$ cat src/hw/sink_cfg.svh
// ~~~~~~~~~~~~~~~~~~~~~~~~~~~~
// store streamer config macros
// widths and address FIFO depth
// ~~~~~~~~~~~~~~~~~~~~~~~~~~~~

`ifndef SINK_CFG_SVH
`define SINK_CFG_SVH

// byte address width
`define SINK_ADDR_W 32

// incoming stream beat width
`define SINK_STREAM_DW 32
// memory port is one word wider so a misaligned beat always fits
`define SINK_MEM_DW (`SINK_STREAM_DW + 32)

`define SINK_LEN_W 16      // job length and granted-write counter
`define SINK_FIFO_DEPTH 2  // also fine at 4 or 8

`endif
$ cat src/hw/sink_pkg.sv
// ~~~~~~~~~~~~~~~~~~~~~~~~~~~~
// store streamer types
// controller states, job config, flags
// stream beat and memory store payload
// ~~~~~~~~~~~~~~~~~~~~~~~~~~~~

`include "sink_cfg.svh"

package sink_pkg;

  // controller states
  typedef enum logic [1:0] {
    ST_IDLE    = 2'd0,  // waiting for a start strobe
    ST_WORKING = 2'd1,  // generator still issuing addresses
    ST_FINISH  = 2'd2   // all addresses issued, draining stores
  } sink_state_e;

  // job configuration, held stable by the host while busy
  typedef struct packed {
    logic [`SINK_ADDR_W-1:0] base_addr;  // first byte address
    logic [`SINK_LEN_W-1:0]  stride;     // bytes between words
    logic [`SINK_LEN_W-1:0]  len;        // number of words
  } sink_ctrl_t;

  // status towards the host
  typedef struct packed {
    logic ready;     // idle, start accepted
    logic done;      // one-cycle pulse at end of job
    logic gen_done;  // sticky, every address issued
  } sink_flags_t;

  // one beat of the incoming data stream
  typedef struct packed {
    logic [`SINK_STREAM_DW-1:0]   data;
    logic [`SINK_STREAM_DW/8-1:0] strb;
  } stream_beat_t;

  // store towards the memory port
  typedef struct packed {
    logic [`SINK_ADDR_W-1:0]   addr;  // word aligned
    logic [`SINK_MEM_DW-1:0]   data;
    logic [`SINK_MEM_DW/8-1:0] be;
  } mem_req_t;

endpackage

$ cat src/hw/sink_streamer.sv
// ~~~~~~~~~~~~~~~~~~~~~~~~~~~~
// store streamer top level
// strided stream stores to the memory port
// ~~~~~~~~~~~~~~~~~~~~~~~~~~~~

`timescale 1ns/1ps
`include "sink_cfg.svh"

module sink_streamer (
  input  logic                   clk_i,
  input  logic                   rst_ni,
  input  logic                   clear_i,       // synchronous abort
  // control plane
  input  logic                   start_i,       // taken only when ready
  input  sink_pkg::sink_ctrl_t   ctrl_i,
  output sink_pkg::sink_flags_t  flags_o,
  // incoming stream
  input  sink_pkg::stream_beat_t beat_i,
  input  logic                   beat_valid_i,
  output logic                   beat_ready_o,
  // memory store port
  output logic                   mem_req_o,
  output sink_pkg::mem_req_t     mem_o,
  input  logic                   mem_gnt_i
);

  logic                    busy;
  logic                    gen_en, gen_clr, gen_done;
  logic                    push;
  logic [`SINK_ADDR_W-1:0] push_addr;
  logic [`SINK_ADDR_W-1:0] head_addr;   // address for the current beat
  logic                    fifo_empty, fifo_full;
  logic                    store_fire;  // one word granted

  sink_fsm i_fsm (
    .clk_i        ( clk_i         ),
    .rst_ni       ( rst_ni        ),
    .clr_i        ( clear_i       ),
    .start_i      ( start_i       ),
    .len_i        ( ctrl_i.len    ),
    .gen_done_i   ( gen_done      ),
    .store_fire_i ( store_fire    ),
    .busy_o       ( busy          ),
    .gen_en_o     ( gen_en        ),
    .gen_clr_o    ( gen_clr       ),
    .ready_o      ( flags_o.ready ),
    .done_o       ( flags_o.done  )
  );

  sink_addr_gen i_addr_gen (
    .clk_i      ( clk_i     ),
    .rst_ni     ( rst_ni    ),
    .clr_i      ( gen_clr   ),
    .en_i       ( gen_en    ),
    .ctrl_i     ( ctrl_i    ),
    .full_i     ( fifo_full ),
    .push_o     ( push      ),
    .addr_o     ( push_addr ),
    .gen_done_o ( gen_done  )
  );

  sink_addr_fifo i_addr_fifo (
    .clk_i   ( clk_i      ),
    .rst_ni  ( rst_ni     ),
    .clr_i   ( clear_i    ),
    .push_i  ( push       ),
    .data_i  ( push_addr  ),
    .pop_i   ( store_fire ),  // address leaves with its beat
    .data_o  ( head_addr  ),
    .empty_o ( fifo_empty ),
    .full_o  ( fifo_full  )
  );

  sink_realign i_realign (
    .addr_i ( head_addr ),
    .beat_i ( beat_i    ),
    .req_o  ( mem_o     )
  );

  // a store needs an address and a beat at once
  assign mem_req_o    = busy & beat_valid_i & ~fifo_empty;
  assign store_fire   = mem_req_o & mem_gnt_i;
  assign beat_ready_o = store_fire;  // beat consumed only on grant

  assign flags_o.gen_done = gen_done;

  // payload must hold while the memory stalls
  a_payload_hold: assert property (
    @(posedge clk_i) disable iff (!rst_ni)
    mem_req_o && !mem_gnt_i && !clear_i |=> mem_req_o && $stable(mem_o)
  ) else $error("store payload changed before grant");

endmodule

$ cat src/hw/sink_fsm.sv
// ~~~~~~~~~~~~~~~~~~~~~~~~~~~~
// streamer controller FSM
// granted-write counter, done pulse
// ~~~~~~~~~~~~~~~~~~~~~~~~~~~~

`timescale 1ns/1ps
`include "sink_cfg.svh"

module sink_fsm (
  input  logic                   clk_i,
  input  logic                   rst_ni,
  input  logic                   clr_i,         // abort to idle
  input  logic                   start_i,
  input  logic [`SINK_LEN_W-1:0] len_i,
  input  logic                   gen_done_i,
  input  logic                   store_fire_i,  // req and gnt both high
  output logic                   busy_o,
  output logic                   gen_en_o,
  output logic                   gen_clr_o,
  output logic                   ready_o,
  output logic                   done_o
);

  localparam int unsigned LEN_W = `SINK_LEN_W;

  sink_pkg::sink_state_e state_q, state_d;
  logic [LEN_W-1:0]      cnt_q;     // granted stores
  logic [LEN_W-1:0]      cnt_d;
  logic                  last;      // counter reaches len this cycle
  logic                  finish;
  logic                  done_q;

  assign cnt_d = cnt_q + LEN_W'(store_fire_i);
  assign last  = (cnt_d == len_i);

  always_comb begin
    state_d   = state_q;
    finish    = 1'b0;
    gen_clr_o = clr_i;
    case (state_q)
      sink_pkg::ST_IDLE: begin
        if (start_i) begin
          state_d   = sink_pkg::ST_WORKING;
          gen_clr_o = 1'b1;  // generator picks up the base
        end
      end
      sink_pkg::ST_WORKING: begin
        if (gen_done_i) begin
          // last grant can land with gen_done, skip finish then
          finish  = last;
          state_d = last ? sink_pkg::ST_IDLE : sink_pkg::ST_FINISH;
        end
      end
      sink_pkg::ST_FINISH: begin
        if (last) begin
          finish  = 1'b1;
          state_d = sink_pkg::ST_IDLE;
        end
      end
      default: state_d = sink_pkg::ST_IDLE;
    endcase
  end

  always_ff @(posedge clk_i or negedge rst_ni) begin
    if (!rst_ni) begin
      state_q <= sink_pkg::ST_IDLE;
      cnt_q   <= '0;
      done_q  <= 1'b0;
    end else if (clr_i) begin
      state_q <= sink_pkg::ST_IDLE;
      cnt_q   <= '0;
      done_q  <= 1'b0;
    end else begin
      state_q <= state_d;
      done_q  <= finish;              // registered pulse
      cnt_q   <= finish ? '0 : cnt_d; // ready for next job
    end
  end

  assign busy_o   = (state_q != sink_pkg::ST_IDLE);
  assign ready_o  = (state_q == sink_pkg::ST_IDLE);
  assign gen_en_o = (state_q == sink_pkg::ST_WORKING);
  assign done_o   = done_q;

  a_state_legal: assert property (
    @(posedge clk_i) disable iff (!rst_ni)
    state_q inside {sink_pkg::ST_IDLE, sink_pkg::ST_WORKING, sink_pkg::ST_FINISH}
  ) else $error("controller state outside its encoding");

endmodule

$ cat src/hw/sink_realign.sv
// ~~~~~~~~~~~~~~~~~~~~~~~~~~~~
// beat realigner
// places a stream beat in the memory word
// ~~~~~~~~~~~~~~~~~~~~~~~~~~~~

`timescale 1ns/1ps
`include "sink_cfg.svh"

module sink_realign (
  input  logic [`SINK_ADDR_W-1:0] addr_i,  // byte address of this beat
  input  sink_pkg::stream_beat_t  beat_i,
  output sink_pkg::mem_req_t      req_o
);

  localparam int unsigned AW        = `SINK_ADDR_W;
  localparam int unsigned STREAM_DW = `SINK_STREAM_DW;
  localparam int unsigned MEM_DW    = `SINK_MEM_DW;
  localparam int unsigned STREAM_BW = STREAM_DW / 8;
  localparam int unsigned MEM_BW    = MEM_DW / 8;

  logic [1:0]        offset;     // byte lane of the first byte
  logic [MEM_DW-1:0] data_wide;  // beat in the low lanes
  logic [MEM_BW-1:0] be_wide;

  assign offset = addr_i[1:0];

  // zero-extend so the shifted-out lanes stay disabled
  assign data_wide = {{(MEM_DW - STREAM_DW){1'b0}}, beat_i.data};
  assign be_wide   = {{(MEM_BW - STREAM_BW){1'b0}}, beat_i.strb};

  always_comb begin
    req_o.addr = {addr_i[AW-1:2], 2'b00};      // word address
    req_o.data = data_wide << {offset, 3'b000}; // 8 bits per lane
    req_o.be   = be_wide << offset;
  end

endmodule

$ cat src/hw/sink_addr_fifo.sv
// ~~~~~~~~~~~~~~~~~~~~~~~~~~~~
// circular address FIFO
// full and empty flags, no bypass
// ~~~~~~~~~~~~~~~~~~~~~~~~~~~~

`timescale 1ns/1ps
`include "sink_cfg.svh"

module sink_addr_fifo (
  input  logic                    clk_i,
  input  logic                    rst_ni,
  input  logic                    clr_i,   // drop all entries
  input  logic                    push_i,
  input  logic [`SINK_ADDR_W-1:0] data_i,
  input  logic                    pop_i,
  output logic [`SINK_ADDR_W-1:0] data_o,  // head entry
  output logic                    empty_o,
  output logic                    full_o
);

  localparam int unsigned DEPTH = `SINK_FIFO_DEPTH;
  localparam int unsigned PTR_W = (DEPTH > 1) ? $clog2(DEPTH) : 1;
  localparam int unsigned CNT_W = $clog2(DEPTH + 1);

  logic [`SINK_ADDR_W-1:0] mem_q [DEPTH];
  logic [PTR_W-1:0]        wr_ptr_q, rd_ptr_q;
  logic [CNT_W-1:0]        cnt_q;     // occupancy

  assign empty_o = (cnt_q == '0);
  assign full_o  = (cnt_q == CNT_W'(DEPTH));
  assign data_o  = mem_q[rd_ptr_q];  // head read straight from storage

  // pointer advance with wrap for any depth
  function automatic logic [PTR_W-1:0] ptr_inc(input logic [PTR_W-1:0] p);
    return (p == PTR_W'(DEPTH - 1)) ? '0 : p + 1'b1;
  endfunction

  always_ff @(posedge clk_i or negedge rst_ni) begin
    if (!rst_ni) begin
      wr_ptr_q <= '0;
      rd_ptr_q <= '0;
      cnt_q    <= '0;
    end else if (clr_i) begin
      wr_ptr_q <= '0;
      rd_ptr_q <= '0;
      cnt_q    <= '0;
    end else begin
      if (push_i) wr_ptr_q <= ptr_inc(wr_ptr_q);
      if (pop_i)  rd_ptr_q <= ptr_inc(rd_ptr_q);
      // simultaneous push and pop leave the count alone
      cnt_q <= cnt_q + CNT_W'(push_i) - CNT_W'(pop_i);
    end
  end

  // entry storage
  always_ff @(posedge clk_i) begin
    if (push_i) mem_q[wr_ptr_q] <= data_i;
  end

  a_no_overflow: assert property (
    @(posedge clk_i) disable iff (!rst_ni) push_i |-> !full_o
  ) else $error("push into full address FIFO");

  a_no_underflow: assert property (
    @(posedge clk_i) disable iff (!rst_ni) pop_i |-> !empty_o
  ) else $error("pop from empty address FIFO");

endmodule

$ cat src/hw/sink_addr_gen.sv
// ~~~~~~~~~~~~~~~~~~~~~~~~~~~~
// strided address generator
// one push per free FIFO slot
// ~~~~~~~~~~~~~~~~~~~~~~~~~~~~

`timescale 1ns/1ps
`include "sink_cfg.svh"

module sink_addr_gen (
  input  logic                    clk_i,
  input  logic                    rst_ni,
  input  logic                    clr_i,       // load base, restart count
  input  logic                    en_i,
  input  sink_pkg::sink_ctrl_t    ctrl_i,
  input  logic                    full_i,      // address FIFO full
  output logic                    push_o,
  output logic [`SINK_ADDR_W-1:0] addr_o,
  output logic                    gen_done_o
);

  localparam int unsigned AW    = `SINK_ADDR_W;
  localparam int unsigned LEN_W = `SINK_LEN_W;

  logic [AW-1:0]    addr_q;    // next address to issue
  logic [LEN_W-1:0] cnt_q;     // addresses issued so far
  logic [LEN_W-1:0] cnt_d;
  logic             done_q;

  // stop after len addresses and stall on full
  assign push_o = en_i & ~full_i & (cnt_q != ctrl_i.len);
  assign cnt_d  = cnt_q + LEN_W'(push_o);

  assign addr_o     = addr_q;
  assign gen_done_o = done_q;

  always_ff @(posedge clk_i or negedge rst_ni) begin
    if (!rst_ni) begin
      addr_q <= '0;
      cnt_q  <= '0;
      done_q <= 1'b0;
    end else if (clr_i) begin
      addr_q <= ctrl_i.base_addr;
      cnt_q  <= '0;
      done_q <= 1'b0;
    end else if (en_i) begin
      cnt_q <= cnt_d;
      if (push_o) begin
        addr_q <= addr_q + AW'(ctrl_i.stride);  // stride is zero-extended
      end
      // covers the last push and a zero-length job alike
      if (cnt_d == ctrl_i.len) begin
        done_q <= 1'b1;  // sticky until next clear
      end
    end
  end

  // the FIFO never sees a push it cannot take, nor one past the job end
  a_push_legal: assert property (
    @(posedge clk_i) disable iff (!rst_ni)
    push_o |-> !full_i && !gen_done_o
  ) else $error("address pushed while FIFO full or after gen_done");

  // each issued address sits at base plus count times stride
  a_addr_walk: assert property (
    @(posedge clk_i) disable iff (!rst_ni)
    push_o |-> addr_o == ctrl_i.base_addr + AW'(cnt_q) * AW'(ctrl_i.stride)
  ) else $error("issued address off the strided walk");

endmodule

$ cat config.mk
export PLATFORM = sky130hd
export DESIGN_NAME = sink_streamer
export DESIGN_NICKNAME = d
export VERILOG_FILES = /design/src/hw/sink_pkg.sv /design/src/hw/sink_streamer.sv /design/src/hw/sink_fsm.sv /design/src/hw/sink_realign.sv /design/src/hw/sink_addr_fifo.sv /design/src/hw/sink_addr_gen.sv
export VERILOG_INCLUDE_DIRS = /design/src /design/src/hw
export SDC_FILE = /design/constraint.sdc
export NUM_CORES = 1
export LEC_CHECK = 0
export BUFFER_PORTS_ARGS = -buffer_cell sky130_fd_sc_hd__buf_2
export CAP_MARGIN = 30
export CORE_UTILIZATION = 50
export DETAILED_ROUTE_END_ITERATION = 10
export PLACE_DENSITY_LB_ADDON = 0.25
export REMOVE_ABC_BUFFERS = 1
export SETUP_SLACK_MARGIN = 0.1
export SYNTH_ARGS = -nofsm -noshare
export SYNTH_HDL_FRONTEND = slang
export SYNTH_HIERARCHICAL = 1
export SYNTH_SLANG_ARGS = --single-unit
$ cat constraint.sdc
create_clock -name clk_i -period 3.95 [get_ports clk_i]
set_input_delay 0.395 -clock clk_i [delete_from_list [all_inputs] [get_ports clk_i]]
set_output_delay 0.395 -clock clk_i [all_outputs]
set_load 0.02 [all_outputs]
# ---- Word-level counts from Yosys, hierarchy flattened
# Memory sizes are Yosys's and may differ from the RTL's.
# Index checks and enable logic that the tools add are counted.
dict set report op_classes {
  n_addsub 7
  n_mul 0
  div 0
  order_cmp 0
  n_eq_ne 9
  shifts 2
  muxes 31
  n_bitwise 7
  reduce_logical 11
}
# cell n
set op_table {}
lappend op_table {{2-to-1 mux 32 bit} 3}
lappend op_table {{2-to-1 mux 16 bit} 4}
lappend op_table {{<< shifter 32 x 5 -> 64 bit} 1}
lappend op_table {{adder 16 x 1 -> 16 bit} 2}
lappend op_table {{adder 32 x 16 -> 32 bit} 1}
lappend op_table {{equality test 16 bit} 2}
lappend op_table {{2-to-1 mux 1 bit} 16}
lappend op_table {{!= test 16 bit} 1}
lappend op_table {{2-to-1 mux 2 bit} 6}
lappend op_table {{nonzero test 2 bit} 6}
lappend op_table {{<< shifter 4 x 2 -> 8 bit} 1}
lappend op_table {{!= test 3 bit, second input constant} 2}
lappend op_table {{case mux 2 bit (3 select lines)} 1}
lappend op_table {{bitwise AND 1 bit} 5}
lappend op_table {{equality test 2 bit, second input constant} 2}
lappend op_table {{zero test 2 bit} 2}
lappend op_table {{AND reduction 2 bit} 2}
lappend op_table {{!= test 3 x 2 -> 1 bit, second input constant} 1}
lappend op_table {{AND reduction 3 bit} 1}
lappend op_table {{adder 1 bit, second input constant} 2}
lappend op_table {{adder 2 x 1 -> 2 bit} 1}
lappend op_table {{equality test 2 x 1 -> 1 bit, second input constant} 1}
lappend op_table {{inverter 1 bit} 2}
lappend op_table {{case mux 1 bit (2 select lines)} 1}
lappend op_table {{subtractor 2 x 1 -> 2 bit} 1}
dict set report totals {
  reg_bits 72
  latch_bits 0
  ramBits 64
  rom_bits 0
  n_memories 1
}
# name words word_bits read_ports rd_ports_with_merged_regs write_ports line
set memory_table {}
lappend memory_table {i_addr_fifo.mem_q 2 32 1 0 1 sink_addr_fifo.sv:25} ;# logic [`SINK_ADDR_W-1:0] mem_q [DEPTH];

# ---- Logic depth before layout (Yosys ltp)
# Gate-level depths: netlist (run 1).
dict set report logic_depth {
  word_depth 10
  ltp_mapped 15
  mapped_depth_nobuf 14
}

# ---- Modules after synthesis
# The synthesis (run 1) kept the hierarchy.
# module n_inst cells_each area_each_um2 seq_area_each_um2
set by_module_without_submodules {}
lappend by_module_without_submodules {sink_addr_gen 1 450 3811.2 1226.2}
lappend by_module_without_submodules {sink_addr_fifo 1 119 2675.1 2021.9}
lappend by_module_without_submodules {sink_fsm 1 173 1594.0 475.5}
lappend by_module_without_submodules {sink_realign 1 148 1111.1 0.0}
lappend by_module_without_submodules {sink_streamer 1 3 27.5 0.0}

# ---- Worst setup path before layout (run 1)
# OpenSTA, ideal clock, no wires.
dict set report synth_timing {
  kind {register to register}
  from {register i_addr_gen.cnt_q[5]}
  to {register i_addr_gen.done_q (netlist: i_addr_gen/gen_done_o)}
  setup_time_ps 67
  arrival_ps 4048
  slack_ps -165
  stages_incl_launch_ff 15
  path_buffers 2
  synth_period_minus_slack_ps 4115
  path_cell_list {dfrtp_1 buf_6 xor2_2 or4_1 or4_4 o21ai_4 inv_4 buf_6 ha_1 xor2_1 a2111oi_0 o211ai_1 or4b_2 nor4_1 a32o_1}
}
dict set report synth_between {
  elab_chain_len 6
}
# element line
set synth_lines {}
lappend synth_lines {{start: declaration} sink_addr_gen.sv:25} ;# logic [LEN_W-1:0] cnt_q;
lappend synth_lines {{start signal: assignment} sink_addr_gen.sv:46} ;# cnt_q <= cnt_d;
lappend synth_lines {{!= test 16 bit} sink_addr_gen.sv:30} ;# assign push_o = en_i & ~full_i & (cnt_q != ctrl_i.len);
lappend synth_lines {{bitwise AND 1 bit} sink_addr_gen.sv:30}
lappend synth_lines {{via push} sink_streamer.sv:29} ;# logic push;
lappend synth_lines {{adder 16 x 1 -> 16 bit} sink_addr_gen.sv:31} ;# assign cnt_d = cnt_q + LEN_W'(push_o);
lappend synth_lines {{equality test 16 bit} sink_addr_gen.sv:51} ;# if (cnt_d == ctrl_i.len) begin
lappend synth_lines {{nonzero test 2 bit (no line)} n/a}
lappend synth_lines {{AND reduction 2 bit (no line)} n/a}
lappend synth_lines {{end signal: assignment} sink_addr_gen.sv:40} ;# done_q <= 1'b0;
lappend synth_lines {{end signal: assignment} sink_addr_gen.sv:44} ;# done_q <= 1'b0;
lappend synth_lines {{end signal: assignment} sink_addr_gen.sv:52} ;# done_q <= 1'b1;
lappend synth_lines {{end: declaration} sink_addr_gen.sv:27} ;# logic done_q;
# The timed path passes the listed nets, and every way through them passes these cells.
# A chain may end at the register's enable or synchronous reset.

# ---- Final worst setup path (run 1)
dict set report layout_timing {
  from {register i_addr_gen.cnt_q[13]}
  to {register i_addr_gen.done_q (netlist: i_addr_gen/gen_done_o)}
}
# Same word-level chain as after synthesis.

==> results of run 1 <==
==> cells by family after synthesis <==
family                   count (synthesis)  synth area share
multiplexers                            80            0.1033
other                                    1         0.0004068
AND/OR/NAND/NOR                        285            0.1621
XOR/XNOR                                90           0.09093
flip-flops                             136            0.4039
AO/OA/AOI/OAI                          164            0.1242
adder cells (fa/ha/maj)                 26           0.03610
buffers and inverters                  111           0.07913
==> stage by stage <==
step,hold WS (ns),utilization
6_report,0.1808,0.6027
5_1_grt,0.1932,0.6027
4_1_cts,0.1685,0.6003
3_5_place_dp,0.3282,0.5644
3_3_place_gp,0.4803,0.5629
2_1_floorplan,0.09941,-
==> registers in the layout, summed over array words and instances (netlist names) <==
signal / flops
i_addr_fifo/mem_q: 64
i_addr_gen/addr_o: 32
i_addr_gen/cnt_q: 16
i_fsm/cnt_q: 16
i_addr_fifo/cnt_q: 2
i_fsm/state_q: 2
i_addr_fifo/rd_ptr_q: 1
i_addr_fifo/wr_ptr_q: 1
i_addr_gen/gen_done_o: 1
i_fsm/done_o: 1
==> placed cells by master, fill, tap and decap left out, drive strengths merged, types with 6 or more instances in the layout <==
cell	n
a2111oi	6
a211oi	7
a21oi	29
and2	16
and3	17
buf	234
clkbuf	18
conb	11
dfrtp	72
edfxtp	64
ha	25
inv	31
mux2	34
mux2i	46
nand2	59
nand3	32
nand4	20
nor2	81
nor2b	10
nor3	12
nor4	9
o21ai	48
o2bb2ai	18
or3	8
xnor2	38
xor2	49
==> layout make-up <==
cell class                      count  area, µm²
Fill cell                        1546       7161
Multi-Input combinational cell    656       4862
Sequential cell                   136       3725
Timing Repair Buffer              235       1281
Clock buffer                       18      429.2
Tap cell                          229      286.5
Clock inverter                     14      187.7
Inverter                           24      92.59
==> worst max-delay path by stage <==
stage                                     from                     to  depth (start not counted)
after floorplan            i_addr_gen/cnt_q[5]  i_addr_gen/gen_done_o                         12
after global placement               ctrl_i[5]  i_addr_gen/gen_done_o                         13
after detailed placement             ctrl_i[5]  i_addr_gen/gen_done_o                         13
after CTS                  i_addr_gen/cnt_q[5]  i_addr_gen/gen_done_o                         12
after global routing      i_addr_gen/cnt_q[12]  i_addr_gen/gen_done_o                         12
final                     i_addr_gen/cnt_q[13]  i_addr_gen/gen_done_o                         12
==> worst max-delay path, cell delays in order (launching register included) <==
cell and delay (ns):
sky130_fd_sc_hd__dfrtp_1 0.39, sky130_fd_sc_hd__xor2_1 0.17, sky130_fd_sc_hd__or4_1 0.53, sky130_fd_sc_hd__or4_4 0.53, sky130_fd_sc_hd__o21ai_4 0.21, sky130_fd_sc_hd__inv_4 0.06, sky130_fd_sc_hd__ha_4 0.24, sky130_fd_sc_hd__xor2_1 0.16
sky130_fd_sc_hd__a2111oi_2 0.30, sky130_fd_sc_hd__o211ai_1 0.14, sky130_fd_sc_hd__or4b_4 0.52, sky130_fd_sc_hd__nor4_4 0.27, sky130_fd_sc_hd__a32o_1 0.18
==> power breakdown <==
part           total (mW)  switching, mW  leakage (nW)  internal, mW
sequential           1.99          0.171          1.52          1.81
clock                1.65          0.641         0.299          1.01
combinational        2.50           1.56          3.06         0.948
total                6.14           2.37          4.88          3.77
==> repair_timing <==
action                     4_1_cts  5_1_grt
pin swaps                        2        7
hold endpoints to repair        20        0
hold buffers                     1        0
buffers inserted                 1        1
setup endpoints to repair        1       17
gates resized for setup          3        6
==> routing by layer <==
layer  vias to the layer above  track usage
met2                       241       0.4126
met5                         -            0
li1                       3553            -
met1                      3514       0.3307
met3                        21      0.04341
met4                         0      0.07367
==> metrics.txt, run 1 <==
# TYPE chip_impl_metric gauge
chip_impl_metric{name="drt_first_pass_iters",unit=""} 5
chip_impl_metric{name="finalMaxSlewViolations",unit=""} 0
chip_impl_metric{name="clk_pin_slew",unit="ns"} 0.06
chip_impl_metric{name="grtUsageTotal",unit=""} 0.2484
chip_impl_info{name="clock_tree.root_cell",value="sky130_fd_sc_hd__clkbuf_16"} 1
chip_impl_metric{name="numCtsBuffers",unit=""} 17
chip_impl_metric{name="ctsLongestPathBuffers",unit=""} 2
chip_impl_metric{name="flip_flop_and_latch_count_after_synthesis",unit=""} 136
chip_impl_info{name="crit-reg2reg-launch",value="i_addr_gen/cnt_q[13]"} 1
chip_impl_metric{name="worst-endpoint-required",unit="ns"} 4.31
chip_impl_info{name="regToRegEndpoint",value="i_addr_gen/gen_done_o"} 1
chip_impl_metric{name="floorplan.die_area",unit="mm²"} 0.01898
chip_impl_metric{name="max_slew.worst_pin.slew",unit="ns"} 0.8046
chip_impl_metric{name="num_antenna_cells",unit=""} 0
chip_impl_metric{name="detail-route-antenna-nets",unit=""} 0
chip_impl_metric{name="wl_per_cell",unit="µm"} 17.89
chip_impl_metric{name="post_synthesis_area_per_instance",unit="µm²"} 10.32
chip_impl_metric{name="netlist-cell-type-count",unit=""} 85
chip_impl_metric{name="final-hold-violation-count",unit=""} 0
chip_impl_metric{name="fmax",unit="MHz"} 266.0
chip_impl_metric{name="wl",unit="µm"} 23470
chip_impl_metric{name="timing.critical_path.fanout_max",unit=""} 2
chip_impl_metric{name="post_synth_inst_count",unit=""} 893
chip_impl_info{name="cts_tree",value="yes"} 1
chip_impl_metric{name="min_period_over_period",unit=""} 0.9519
chip_impl_metric{name="ffs_w_async_s_r_synth",unit=""} 0.5294
chip_impl_metric{name="chipWidth",unit="µm"} 137.8
chip_impl_info{name="highest_layer",value="met4"} 1
chip_impl_metric{name="ios",unit=""} 215
chip_impl_info{name="synthFlopType",value="sky130_fd_sc_hd__dfrtp_1"} 1
chip_impl_metric{name="die_h",unit="µm"} 137.8
chip_impl_metric{name="pin_count_of_the_biggest_net_entering_global_routing",unit=""} 81
chip_impl_metric{name="clk-insertion-delay-late",unit="ns"} 0.43
chip_impl_metric{name="number_of_warning_messages_in_the_yosys_log",unit=""} 6
chip_impl_metric{name="growth_of_design_area_from_synthesis_to_finish",unit="%"} 17.85
chip_impl_metric{name="worst_clock_skew",unit="ns"} 0.01237
chip_impl_metric{name="design.final.nets",unit=""} 1202
chip_impl_metric{name="finalSetupViolCount",unit=""} 0
chip_impl_metric{name="netlist.area_leader.share",unit=""} 0.2085
chip_impl_metric{name="globalRoute.totalOverflow",unit=""} 0
chip_impl_info{name="run_status",value="completed"} 1
chip_impl_metric{name="tns",unit="ns"} 0
chip_impl_metric{name="r2r.worst_path.cells",unit=""} 12
chip_impl_metric{name="drc",unit=""} 0
chip_impl_metric{name="dp_worst_setup_slack",unit="ns"} -0.2399
chip_impl_metric{name="r2r_setup_slack",unit="ns"} 0.19
chip_impl_metric{name="hold-path-cell-count",unit=""} 3
chip_impl_metric{name="grt_antenna_before_repair",unit=""} 0
chip_impl_info{name="timing.critical_path.from_type",value="flip-flop"} 1
chip_impl_metric{name="placed_cells_incl_taps",unit=""} 1277
chip_impl_info{name="yosysMostFrequentCell",value="sky130_fd_sc_hd__nor2_1"} 1
chip_impl_metric{name="grt_pass1_wl",unit="µm"} 35490
chip_impl_metric{name="total_chip_power",unit="mW"} 6.142
chip_impl_info{name="hold-path-endpoint",value="i_addr_gen/addr_o[3]"} 1
chip_impl_info{name="path_class",value="reg2reg"} 1
chip_impl_metric{name="detailroute.wirelength.met3",unit="µm"} 1266
chip_impl_metric{name="route.detailed.vias_per_inst",unit=""} 5.586
chip_impl_metric{name="powerDensity",unit="mW/mm²"} 565.4
chip_impl_info{name="yosys-top-cells-count",value="sky130_fd_sc_hd__nor2_1, sky130_fd_sc_hd__dfrtp_1, sky130_fd_sc_hd__edfxtp_1"} 1
chip_impl_metric{name="floorplan.rows",unit=""} 49
chip_impl_metric{name="maxSlewHeadroom",unit=""} 0.4625
chip_impl_metric{name="drt-met1-wl",unit="µm"} 10560
chip_impl_metric{name="synth_enable_flop_cells",unit=""} 64
chip_impl_metric{name="place_area",unit="mm²"} 0.01017
chip_impl_metric{name="route.met2.wl",unit="µm"} 11340
chip_impl_metric{name="initial_core_util",unit=""} 0.5115
chip_impl_info{name="endpoint_kind",value="flip-flop"} 1
chip_impl_metric{name="power_leakage",unit="nW"} 4.880
chip_impl_metric{name="synth.cell_area",unit="mm²"} 0.009219
chip_impl_metric{name="port_buffers",unit=""} 203
chip_impl_info{name="netlist.top_cell.by_area",value="sky130_fd_sc_hd__edfxtp_1"} 1
chip_impl_metric{name="ys_seq_area_frac",unit=""} 0.4039
chip_impl_metric{name="max_cap_violations",unit=""} 0
chip_impl_metric{name="cts_num_sinks",unit=""} 136
chip_impl_metric{name="place.gp.congestion",unit=""} 0.8976
chip_impl_metric{name="place.detailed.hpwl",unit="µm"} 17100
chip_impl_metric{name="detailroute.via_count",unit=""} 7329
chip_impl_metric{name="stdcell_area",unit="mm²"} 0.01086
chip_impl_metric{name="min_period",unit="ns"} 3.760
chip_impl_info{name="grt_setup_unrepaired",value="true"} 1
chip_impl_info{name="worstHoldPathType",value="in2reg"} 1
chip_impl_metric{name="final_cells",unit=""} 1312
chip_impl_metric{name="cp.arrival",unit="ns"} 4.12
chip_impl_metric{name="drtIter0Drc",unit=""} 557
chip_impl_metric{name="htree_num_levels",unit=""} 4
chip_impl_metric{name="ir_drop",unit="mV"} 0.3381
chip_impl_metric{name="layout-drive-gt1-share",unit=""} 0.3029
chip_impl_metric{name="number_of_global_route_vias_before_repair",unit=""} 6827
chip_impl_metric{name="placeableCoreArea",unit="mm²"} 0.01802
chip_impl_info{name="hp-start",value="ctrl_i[35]"} 1
chip_impl_metric{name="timing.final.ws_setup",unit="ns"} 0.1899
chip_impl_info{name="synth_area_leaders",value="sky130_fd_sc_hd__edfxtp_1, sky130_fd_sc_hd__dfrtp_1, sky130_fd_sc_hd__mux2i_1"} 1
Note: power is estimated with default switching activity, not from simulation.
==> inputs of run 2 (changes only) <==
- CORE_ASPECT_RATIO: unset -> 0.6
==> run 2 against run 1 <==
Flip-flop and latch count is the same. Worst setup slack gained 0.10 ns. Critical endpoint unchanged. Clock power shrank 8%. Power shrank 2.3%. Cell area shrank 0.33%.
==> metrics.txt, run 2 (synthesized netlist as in run 1, its figures left out) <==
# TYPE chip_impl_metric gauge
chip_impl_metric{name="globalRoute.totalOverflow",unit=""} 0
chip_impl_metric{name="min_period",unit="ns"} 3.659
chip_impl_metric{name="route.detailed.vias_per_inst",unit=""} 5.596
chip_impl_metric{name="cts_num_sinks",unit=""} 136
chip_impl_metric{name="timing.critical_path.fanout_max",unit=""} 2
chip_impl_info{name="worstHoldPathType",value="in2reg"} 1
chip_impl_metric{name="min_hold_slack",unit="ns"} 0.1754
chip_impl_metric{name="area_of_the_multi_input_gates",unit="mm²"} 0.004832
chip_impl_metric{name="initial_core_util",unit=""} 0.5102
chip_impl_metric{name="ios",unit=""} 215
chip_impl_metric{name="clk-insertion-delay-late",unit="ns"} 0.42
chip_impl_metric{name="placeableCoreArea",unit="mm²"} 0.01807
chip_impl_metric{name="clk_pin_slew",unit="ns"} 0.06
chip_impl_metric{name="detailroute.via_count",unit=""} 7437
chip_impl_info{name="critical-path-slowest-cell",value="sky130_fd_sc_hd__or4_1"} 1
chip_impl_metric{name="number_of_global_route_vias_before_repair",unit=""} 6838
chip_impl_metric{name="detail-route-antenna-nets",unit=""} 0
chip_impl_metric{name="layout.filler_cells",unit=""} 1585
chip_impl_metric{name="ir_drop",unit="mV"} 0.3075
chip_impl_metric{name="layout-drive-gt1-share",unit=""} 0.3067
chip_impl_metric{name="place.gp.congestion",unit=""} 0.8931
chip_impl_metric{name="seqCellArea",unit="mm²"} 0.003725
chip_impl_metric{name="powerDensity",unit="mW/mm²"} 554.0
chip_impl_info{name="clock_tree.root_cell",value="sky130_fd_sc_hd__clkbuf_16"} 1
chip_impl_metric{name="fmax",unit="MHz"} 273.3
chip_impl_info{name="top_cell_by_count_worst_path",value="sky130_fd_sc_hd__xor2_1"} 1
chip_impl_metric{name="post-route-util",unit=""} 0.5993
chip_impl_metric{name="final-hold-violation-count",unit=""} 0
chip_impl_metric{name="chipWidth",unit="µm"} 177.3
chip_impl_metric{name="drtIter0Drc",unit=""} 658
chip_impl_info{name="timing.critical_path.from_type",value="flip-flop"} 1
chip_impl_metric{name="growth_of_design_area_from_synthesis_to_finish",unit="%"} 17.45
chip_impl_metric{name="finalSetupViolCount",unit=""} 0
chip_impl_metric{name="min_period_over_period",unit=""} 0.9262
chip_impl_metric{name="drc",unit=""} 0
chip_impl_info{name="crit_path_cell_trace",value="xor2_1 > or4_1 > or4_4 > o21ai_4 > inv_4 > ha_1 > xor2_1 > a2111oi_2 > o211ai_1 > or4b_4 > nor4_2 > a32o_1"} 1
chip_impl_metric{name="pin_count_of_the_biggest_net_entering_global_routing",unit=""} 81
chip_impl_metric{name="max_cap_violations",unit=""} 0
chip_impl_metric{name="grt_antenna_before_repair",unit=""} 0
chip_impl_info{name="grt_setup_unrepaired",value="false"} 1
chip_impl_metric{name="drt_first_pass_iters",unit=""} 5
chip_impl_info{name="registers.top_by_ff_count",value="i_addr_fifo/mem_q"} 1
chip_impl_info{name="path_class",value="reg2reg"} 1
chip_impl_metric{name="maxSlewHeadroom",unit=""} 0.4623
chip_impl_info{name="layout.cells.most_common",value="sky130_fd_sc_hd__buf_2"} 1
chip_impl_metric{name="htree_num_levels",unit=""} 4
chip_impl_metric{name="die_h",unit="µm"} 107.2
chip_impl_metric{name="worst-endpoint-required",unit="ns"} 4.31
chip_impl_metric{name="floorplan.die_area",unit="mm²"} 0.01900
chip_impl_info{name="top_library_cells_by_usage_in_the_layout_fill_and_taps_aside",value="sky130_fd_sc_hd__buf_2, sky130_fd_sc_hd__nor2_1, sky130_fd_sc_hd__dfrtp_1"} 1
chip_impl_info{name="cts_tree",value="yes"} 1
chip_impl_metric{name="floorplan.rows",unit=""} 38
chip_impl_metric{name="wl_per_cell",unit="µm"} 18.64
chip_impl_metric{name="grtUsageTotal",unit=""} 0.2612
chip_impl_metric{name="slowest_stage_delay_cp",unit="ns"} 0.52
chip_impl_info{name="run_status",value="completed"} 1
chip_impl_metric{name="numCtsBuffers",unit=""} 17
chip_impl_metric{name="port_buffers",unit=""} 203
chip_impl_metric{name="worst_clock_skew",unit="ns"} 0.01169
chip_impl_metric{name="grt_pass1_wl",unit="µm"} 37460
chip_impl_metric{name="design.final.nets",unit=""} 1208
chip_impl_metric{name="power_leakage",unit="nW"} 4.864
chip_impl_metric{name="cp.arrival",unit="ns"} 4.01
chip_impl_metric{name="ctsLongestPathBuffers",unit=""} 2
chip_impl_metric{name="largest_register_ffs",unit=""} 64
chip_impl_metric{name="finalMaxSlewViolations",unit=""} 0
chip_impl_metric{name="num_antenna_cells",unit=""} 0
chip_impl_metric{name="critical_path.n_buffers_inverters",unit=""} 1
chip_impl_metric{name="place.detailed.hpwl",unit="µm"} 18460
chip_impl_metric{name="wl",unit="µm"} 24770
chip_impl_info{name="critPathTopFamily",value="simple AND/OR/NAND/NOR gates"} 1
chip_impl_metric{name="max_slew.worst_pin.slew",unit="ns"} 0.7992
chip_impl_metric{name="tns",unit="ns"} 0
chip_impl_info{name="endpoint_kind",value="flip-flop"} 1
-- run 2: cell count changes in the layout (fill, tap and decap cells not counted), moves of 2 or more --
| cell | change |
|---|---|
| sky130_fd_sc_hd__inv_8 | +2 |
| sky130_fd_sc_hd__nor4_2 | +2 |
| sky130_fd_sc_hd__bufinv_16 | -3 |
| sky130_fd_sc_hd__nor4_4 | -2 |
| sky130_fd_sc_hd__ha_1 | +2 |
| sky130_fd_sc_hd__clkinv_4 | +2 |
| sky130_fd_sc_hd__buf_4 | +6 |
-- run 2: cell type report --
| cell class | instances | share of cell area |
|---|---|---|
| inverter | 24 | 0.008551 |
| timing repair buffer | 241 | 0.1218 |
| sequential | 136 | 0.3440 |
| tap | 240 | 0.02773 |
| multi-input combinational | 656 | 0.4463 |
| clock buffer | 17 | 0.03929 |
| clock inverter | 15 | 0.01236 |
-- run 2: what timing repair did --
| item | CTS | global route |
|---|---|---|
| endpoints found under the setup margin | 1 | 16 |
| pin swaps | 1 | 4 |
| buffers inserted | 0 | 2 |
| gates resized for setup | 3 | 2 |
| hold endpoints to repair | 34 | 0 |
| hold buffers | 1 | 0 |
-- run 2: final timing paths --
kind	from	end	slack, ns	cells after the start
max in group asynchronous	rst_ni	i_addr_gen/addr_o[20]	2.84	3
setup / recovery	i_addr_gen/cnt_q[13]	i_addr_gen/gen_done_o	0.29	12
hold / removal	ctrl_i[41]	i_addr_gen/addr_o[9]	0.18	2
setup reg to reg	i_addr_gen/cnt_q[13]	i_addr_gen/gen_done_o	0.29	12
hold reg to reg	i_addr_gen/addr_o[31]	i_addr_fifo/mem_q[0][31]	0.51	0
min in group asynchronous	rst_ni	i_fsm/cnt_q[15]	0.50	2
-- run 2: routing by layer --
layer	share of wire	vias to the layer above	GRT usage
met5	0	-	0
met4	0.0086	0	0.07204
met3	0.082	18	0.05355
met2	0.43	293	0.3820
met1	0.48	3565	0.3886
li1	-	3561	-
-- run 2: power breakdown --
part	internal, mW	switching [mW]	total [mW]	leakage, nW
Combinational	0.931	1.55	2.48	3.07
Clock	0.829	0.693	1.52	0.275
Sequential	1.81	0.180	1.99	1.52
-- run 2: stage by stage --
step,power [mW],cell area [µm²],setup slack [ns],instances
after global placement,4.450,10200,-0.1082,1293
after global routing,6.334,10830,0.1078,1329
after CTS,6.039,10810,0.1195,1327
after detailed placement,4.491,10220,-0.2258,1294
final,5.999,10830,0.2914,1329
after floorplan,3.660,8620,-0.4012,816
==> inputs of run 3 (changes only) <==
- CORE_UTILIZATION: 50 -> 25
==> run 3 against run 2 <==
Worst setup slack lost 0.029 ns. Fmax is 0.79% lower. Critical path depth grew 3. Flip-flop and latch count stayed put. Power rose by 1.7%. Sequential share of layout area down 1.1 points. First-iteration DRC count decreased by 17%. Critical path type unchanged. Highest routed layer unchanged.
==> metrics.txt, run 3 (synthesized netlist as in run 1, its figures left out) <==
# TYPE chip_impl_metric gauge
chip_impl_info{name="layout.cells.most_common",value="sky130_fd_sc_hd__buf_2"} 1
chip_impl_info{name="regToRegEndpoint",value="i_addr_gen/gen_done_o"} 1
chip_impl_metric{name="r2r_setup_slack",unit="ns"} 0.26
chip_impl_metric{name="port_buffers",unit=""} 203
chip_impl_info{name="endpoint_kind",value="flip-flop"} 1
chip_impl_info{name="clock_tree.root_cell",value="sky130_fd_sc_hd__clkbuf_16"} 1
chip_impl_metric{name="worst-endpoint-required",unit="ns"} 4.26
chip_impl_metric{name="ctsLongestPathBuffers",unit=""} 2
chip_impl_metric{name="worst_clock_skew",unit="ns"} 0.01162
chip_impl_info{name="run_status",value="completed"} 1
chip_impl_metric{name="layout.filler_cells",unit=""} 3790
chip_impl_metric{name="growth_of_design_area_from_synthesis_to_finish",unit="%"} 21.47
chip_impl_metric{name="finalMaxSlewViolations",unit=""} 0
chip_impl_metric{name="globalRoute.totalOverflow",unit=""} 0
chip_impl_metric{name="placed_cells_incl_taps",unit=""} 1539
chip_impl_metric{name="finalSetupViolCount",unit=""} 0
chip_impl_metric{name="min_hold_slack",unit="ns"} 0.03477
chip_impl_metric{name="drc",unit=""} 0
chip_impl_metric{name="fmax",unit="MHz"} 271.2
chip_impl_metric{name="layout-drive-gt1-share",unit=""} 0.3099
chip_impl_metric{name="place_area",unit="mm²"} 0.01060
chip_impl_metric{name="ir_drop",unit="mV"} 0.2152
chip_impl_metric{name="grtUsageTotal",unit=""} 0.1530
chip_impl_info{name="worstHoldPathType",value="in2async"} 1
chip_impl_info{name="setup.worst_path.end",value="i_addr_gen/gen_done_o"} 1
chip_impl_metric{name="number_of_global_route_vias_before_repair",unit=""} 6857
chip_impl_metric{name="maxSlewHeadroom",unit=""} 0.4260
chip_impl_info{name="registers.top_by_ff_count",value="i_addr_fifo/mem_q"} 1
chip_impl_metric{name="power_leakage",unit="nW"} 4.910
chip_impl_info{name="top_library_cells_by_usage_in_the_layout_fill_and_taps_aside",value="sky130_fd_sc_hd__buf_2, sky130_fd_sc_hd__nor2_1, sky130_fd_sc_hd__dfrtp_1"} 1
chip_impl_metric{name="detail-route-antenna-nets",unit=""} 0
chip_impl_info{name="timing.critical_path.from_type",value="flip-flop"} 1
chip_impl_metric{name="grt_antenna_before_repair",unit=""} 1
chip_impl_metric{name="route.detailed.vias_per_inst",unit=""} 4.700
chip_impl_metric{name="initial_core_util",unit=""} 0.2536
chip_impl_metric{name="pin_count_of_the_biggest_net_entering_global_routing",unit=""} 50
chip_impl_info{name="crit-reg2reg-launch",value="i_addr_gen/cnt_q[13]"} 1
chip_impl_metric{name="max_slew.worst_pin.slew",unit="ns"} 0.8531
chip_impl_metric{name="drt_first_pass_iters",unit=""} 5
chip_impl_metric{name="chipWidth",unit="µm"} 249.9
chip_impl_metric{name="place.gp.congestion",unit=""} 0.8569
chip_impl_metric{name="final-hold-violation-count",unit=""} 0
chip_impl_metric{name="min_period",unit="ns"} 3.688
chip_impl_metric{name="floorplan.die_area",unit="mm²"} 0.03767
chip_impl_metric{name="place.detailed.hpwl",unit="µm"} 21680
chip_impl_info{name="setup.worst_path.start",value="i_addr_gen/cnt_q[13]"} 1
chip_impl_metric{name="min_period_over_period",unit=""} 0.9336
chip_impl_metric{name="detailroute.via_count",unit=""} 7398
chip_impl_metric{name="timing.critical_path.fanout_max",unit=""} 17
chip_impl_metric{name="ios",unit=""} 215
chip_impl_info{name="path_class",value="reg2reg"} 1
chip_impl_metric{name="largest_register_ffs",unit=""} 64
chip_impl_metric{name="r2r.worst_path.cells",unit=""} 15
chip_impl_metric{name="cp.arrival",unit="ns"} 4.00
chip_impl_metric{name="postCtsHoldBufs",unit=""} 0
chip_impl_metric{name="die_h",unit="µm"} 150.7
chip_impl_metric{name="stdcell_area",unit="mm²"} 0.01120
chip_impl_metric{name="powerDensity",unit="mW/mm²"} 544.5
chip_impl_metric{name="grt_pass1_wl",unit="µm"} 42760
chip_impl_metric{name="clk-insertion-delay-late",unit="ns"} 0.43
chip_impl_metric{name="max_cap_violations",unit=""} 0
chip_impl_metric{name="placeableCoreArea",unit="mm²"} 0.03635
chip_impl_info{name="grt_setup_unrepaired",value="false"} 1
chip_impl_metric{name="htree_num_levels",unit=""} 4
chip_impl_metric{name="numCtsBuffers",unit=""} 17
chip_impl_metric{name="cts_num_sinks",unit=""} 136
chip_impl_info{name="cts_tree",value="yes"} 1
chip_impl_metric{name="floorplan.rows",unit=""} 54
chip_impl_metric{name="final_cells",unit=""} 1574
chip_impl_metric{name="drtIter0Drc",unit=""} 549
chip_impl_metric{name="post-route-util",unit=""} 0.3081
chip_impl_metric{name="dp_worst_setup_slack",unit="ns"} -0.2291
chip_impl_metric{name="wl",unit="µm"} 28490
chip_impl_metric{name="design.final.nets",unit=""} 1216
chip_impl_metric{name="wl_per_cell",unit="µm"} 18.10
chip_impl_metric{name="timing.final.ws_setup",unit="ns"} 0.2624
chip_impl_metric{name="clk_pin_slew",unit="ns"} 0.06
## run 3: critical path, stage by stage (launching register included)
cell	delay (ns)
sky130_fd_sc_hd__dfrtp_1	0.39
sky130_fd_sc_hd__xor2_1	0.18
sky130_fd_sc_hd__or4_1	0.52
sky130_fd_sc_hd__or4_4	0.46
sky130_fd_sc_hd__o21ai_4	0.21
sky130_fd_sc_hd__inv_4	0.05
sky130_fd_sc_hd__buf_4	0.22
sky130_fd_sc_hd__ha_1	0.28
sky130_fd_sc_hd__and3_1	0.21
sky130_fd_sc_hd__buf_4	0.13
sky130_fd_sc_hd__nand3_1	0.07
sky130_fd_sc_hd__a21oi_1	0.06
sky130_fd_sc_hd__a211o_1	0.26
sky130_fd_sc_hd__or4b_4	0.22
sky130_fd_sc_hd__nor4_4	0.04
sky130_fd_sc_hd__a32o_1	0.27
## run 3: worst min-delay path by stage
stage                                from                        to  slack, ns  depth (start not counted)
finish                             rst_ni            i_fsm/cnt_q[7]       0.03                          1
CTS                                rst_ni           i_fsm/cnt_q[14]       0.05                          1
detailed placement  i_addr_gen/addr_o[31]  i_addr_fifo/mem_q[0][31]       0.48                          0
global placement    i_addr_gen/addr_o[31]  i_addr_fifo/mem_q[0][31]       0.48                          0
floorplan                          rst_ni      i_addr_fifo/cnt_q[0]        0.1                          0
global route                       rst_ni           i_fsm/cnt_q[14]       0.07                          1
## run 3: final cells by class
type | count | area [µm²] | area share
clock inverter | 10 | 77.57 | 0.006927
tap | 476 | 595.6 | 0.05318
antenna | 1 | 2.502 | 0.0002235
multi-input combinational | 656 | 4842 | 0.4324
inverter | 24 | 92.59 | 0.008268
sequential | 136 | 3725 | 0.3326
timing repair buffer | 249 | 1389 | 0.1240
clock buffer | 22 | 474.2 | 0.04235
## run 3: what timing repair did
item,CTS,global route
setup buffers,0,2
gates resized for setup,3,3
pin swaps,2,3
setup endpoints to repair,1,16
## run 3: metrics by stage
step                      TNS [ns]  total power, mW
final                            0            6.098
after global routing             0            6.471
after CTS                        0            6.163
after detailed placement   -0.2291            4.617
after global placement     -0.2273            4.592
after floorplan            -0.4012            3.660
## run 3: metal layers
layer,vias to the layer above,share of wire,track usage
li1,3580,-,-
met1,3600,0.54,0.2417
met2,201,0.40,0.2025
met3,17,0.049,0.02991
met4,0,0.010,0.04383
met5,-,0,0
## run 3: report_power, final
group          leakage (nW)  internal [mW]  total [mW]  switching [mW]
Clock                 0.271          0.904        1.51           0.601
Combinational          3.12          0.975        2.61            1.64
Sequential             1.52           1.81        1.98           0.165
Total                  4.91           3.69        6.10            2.41
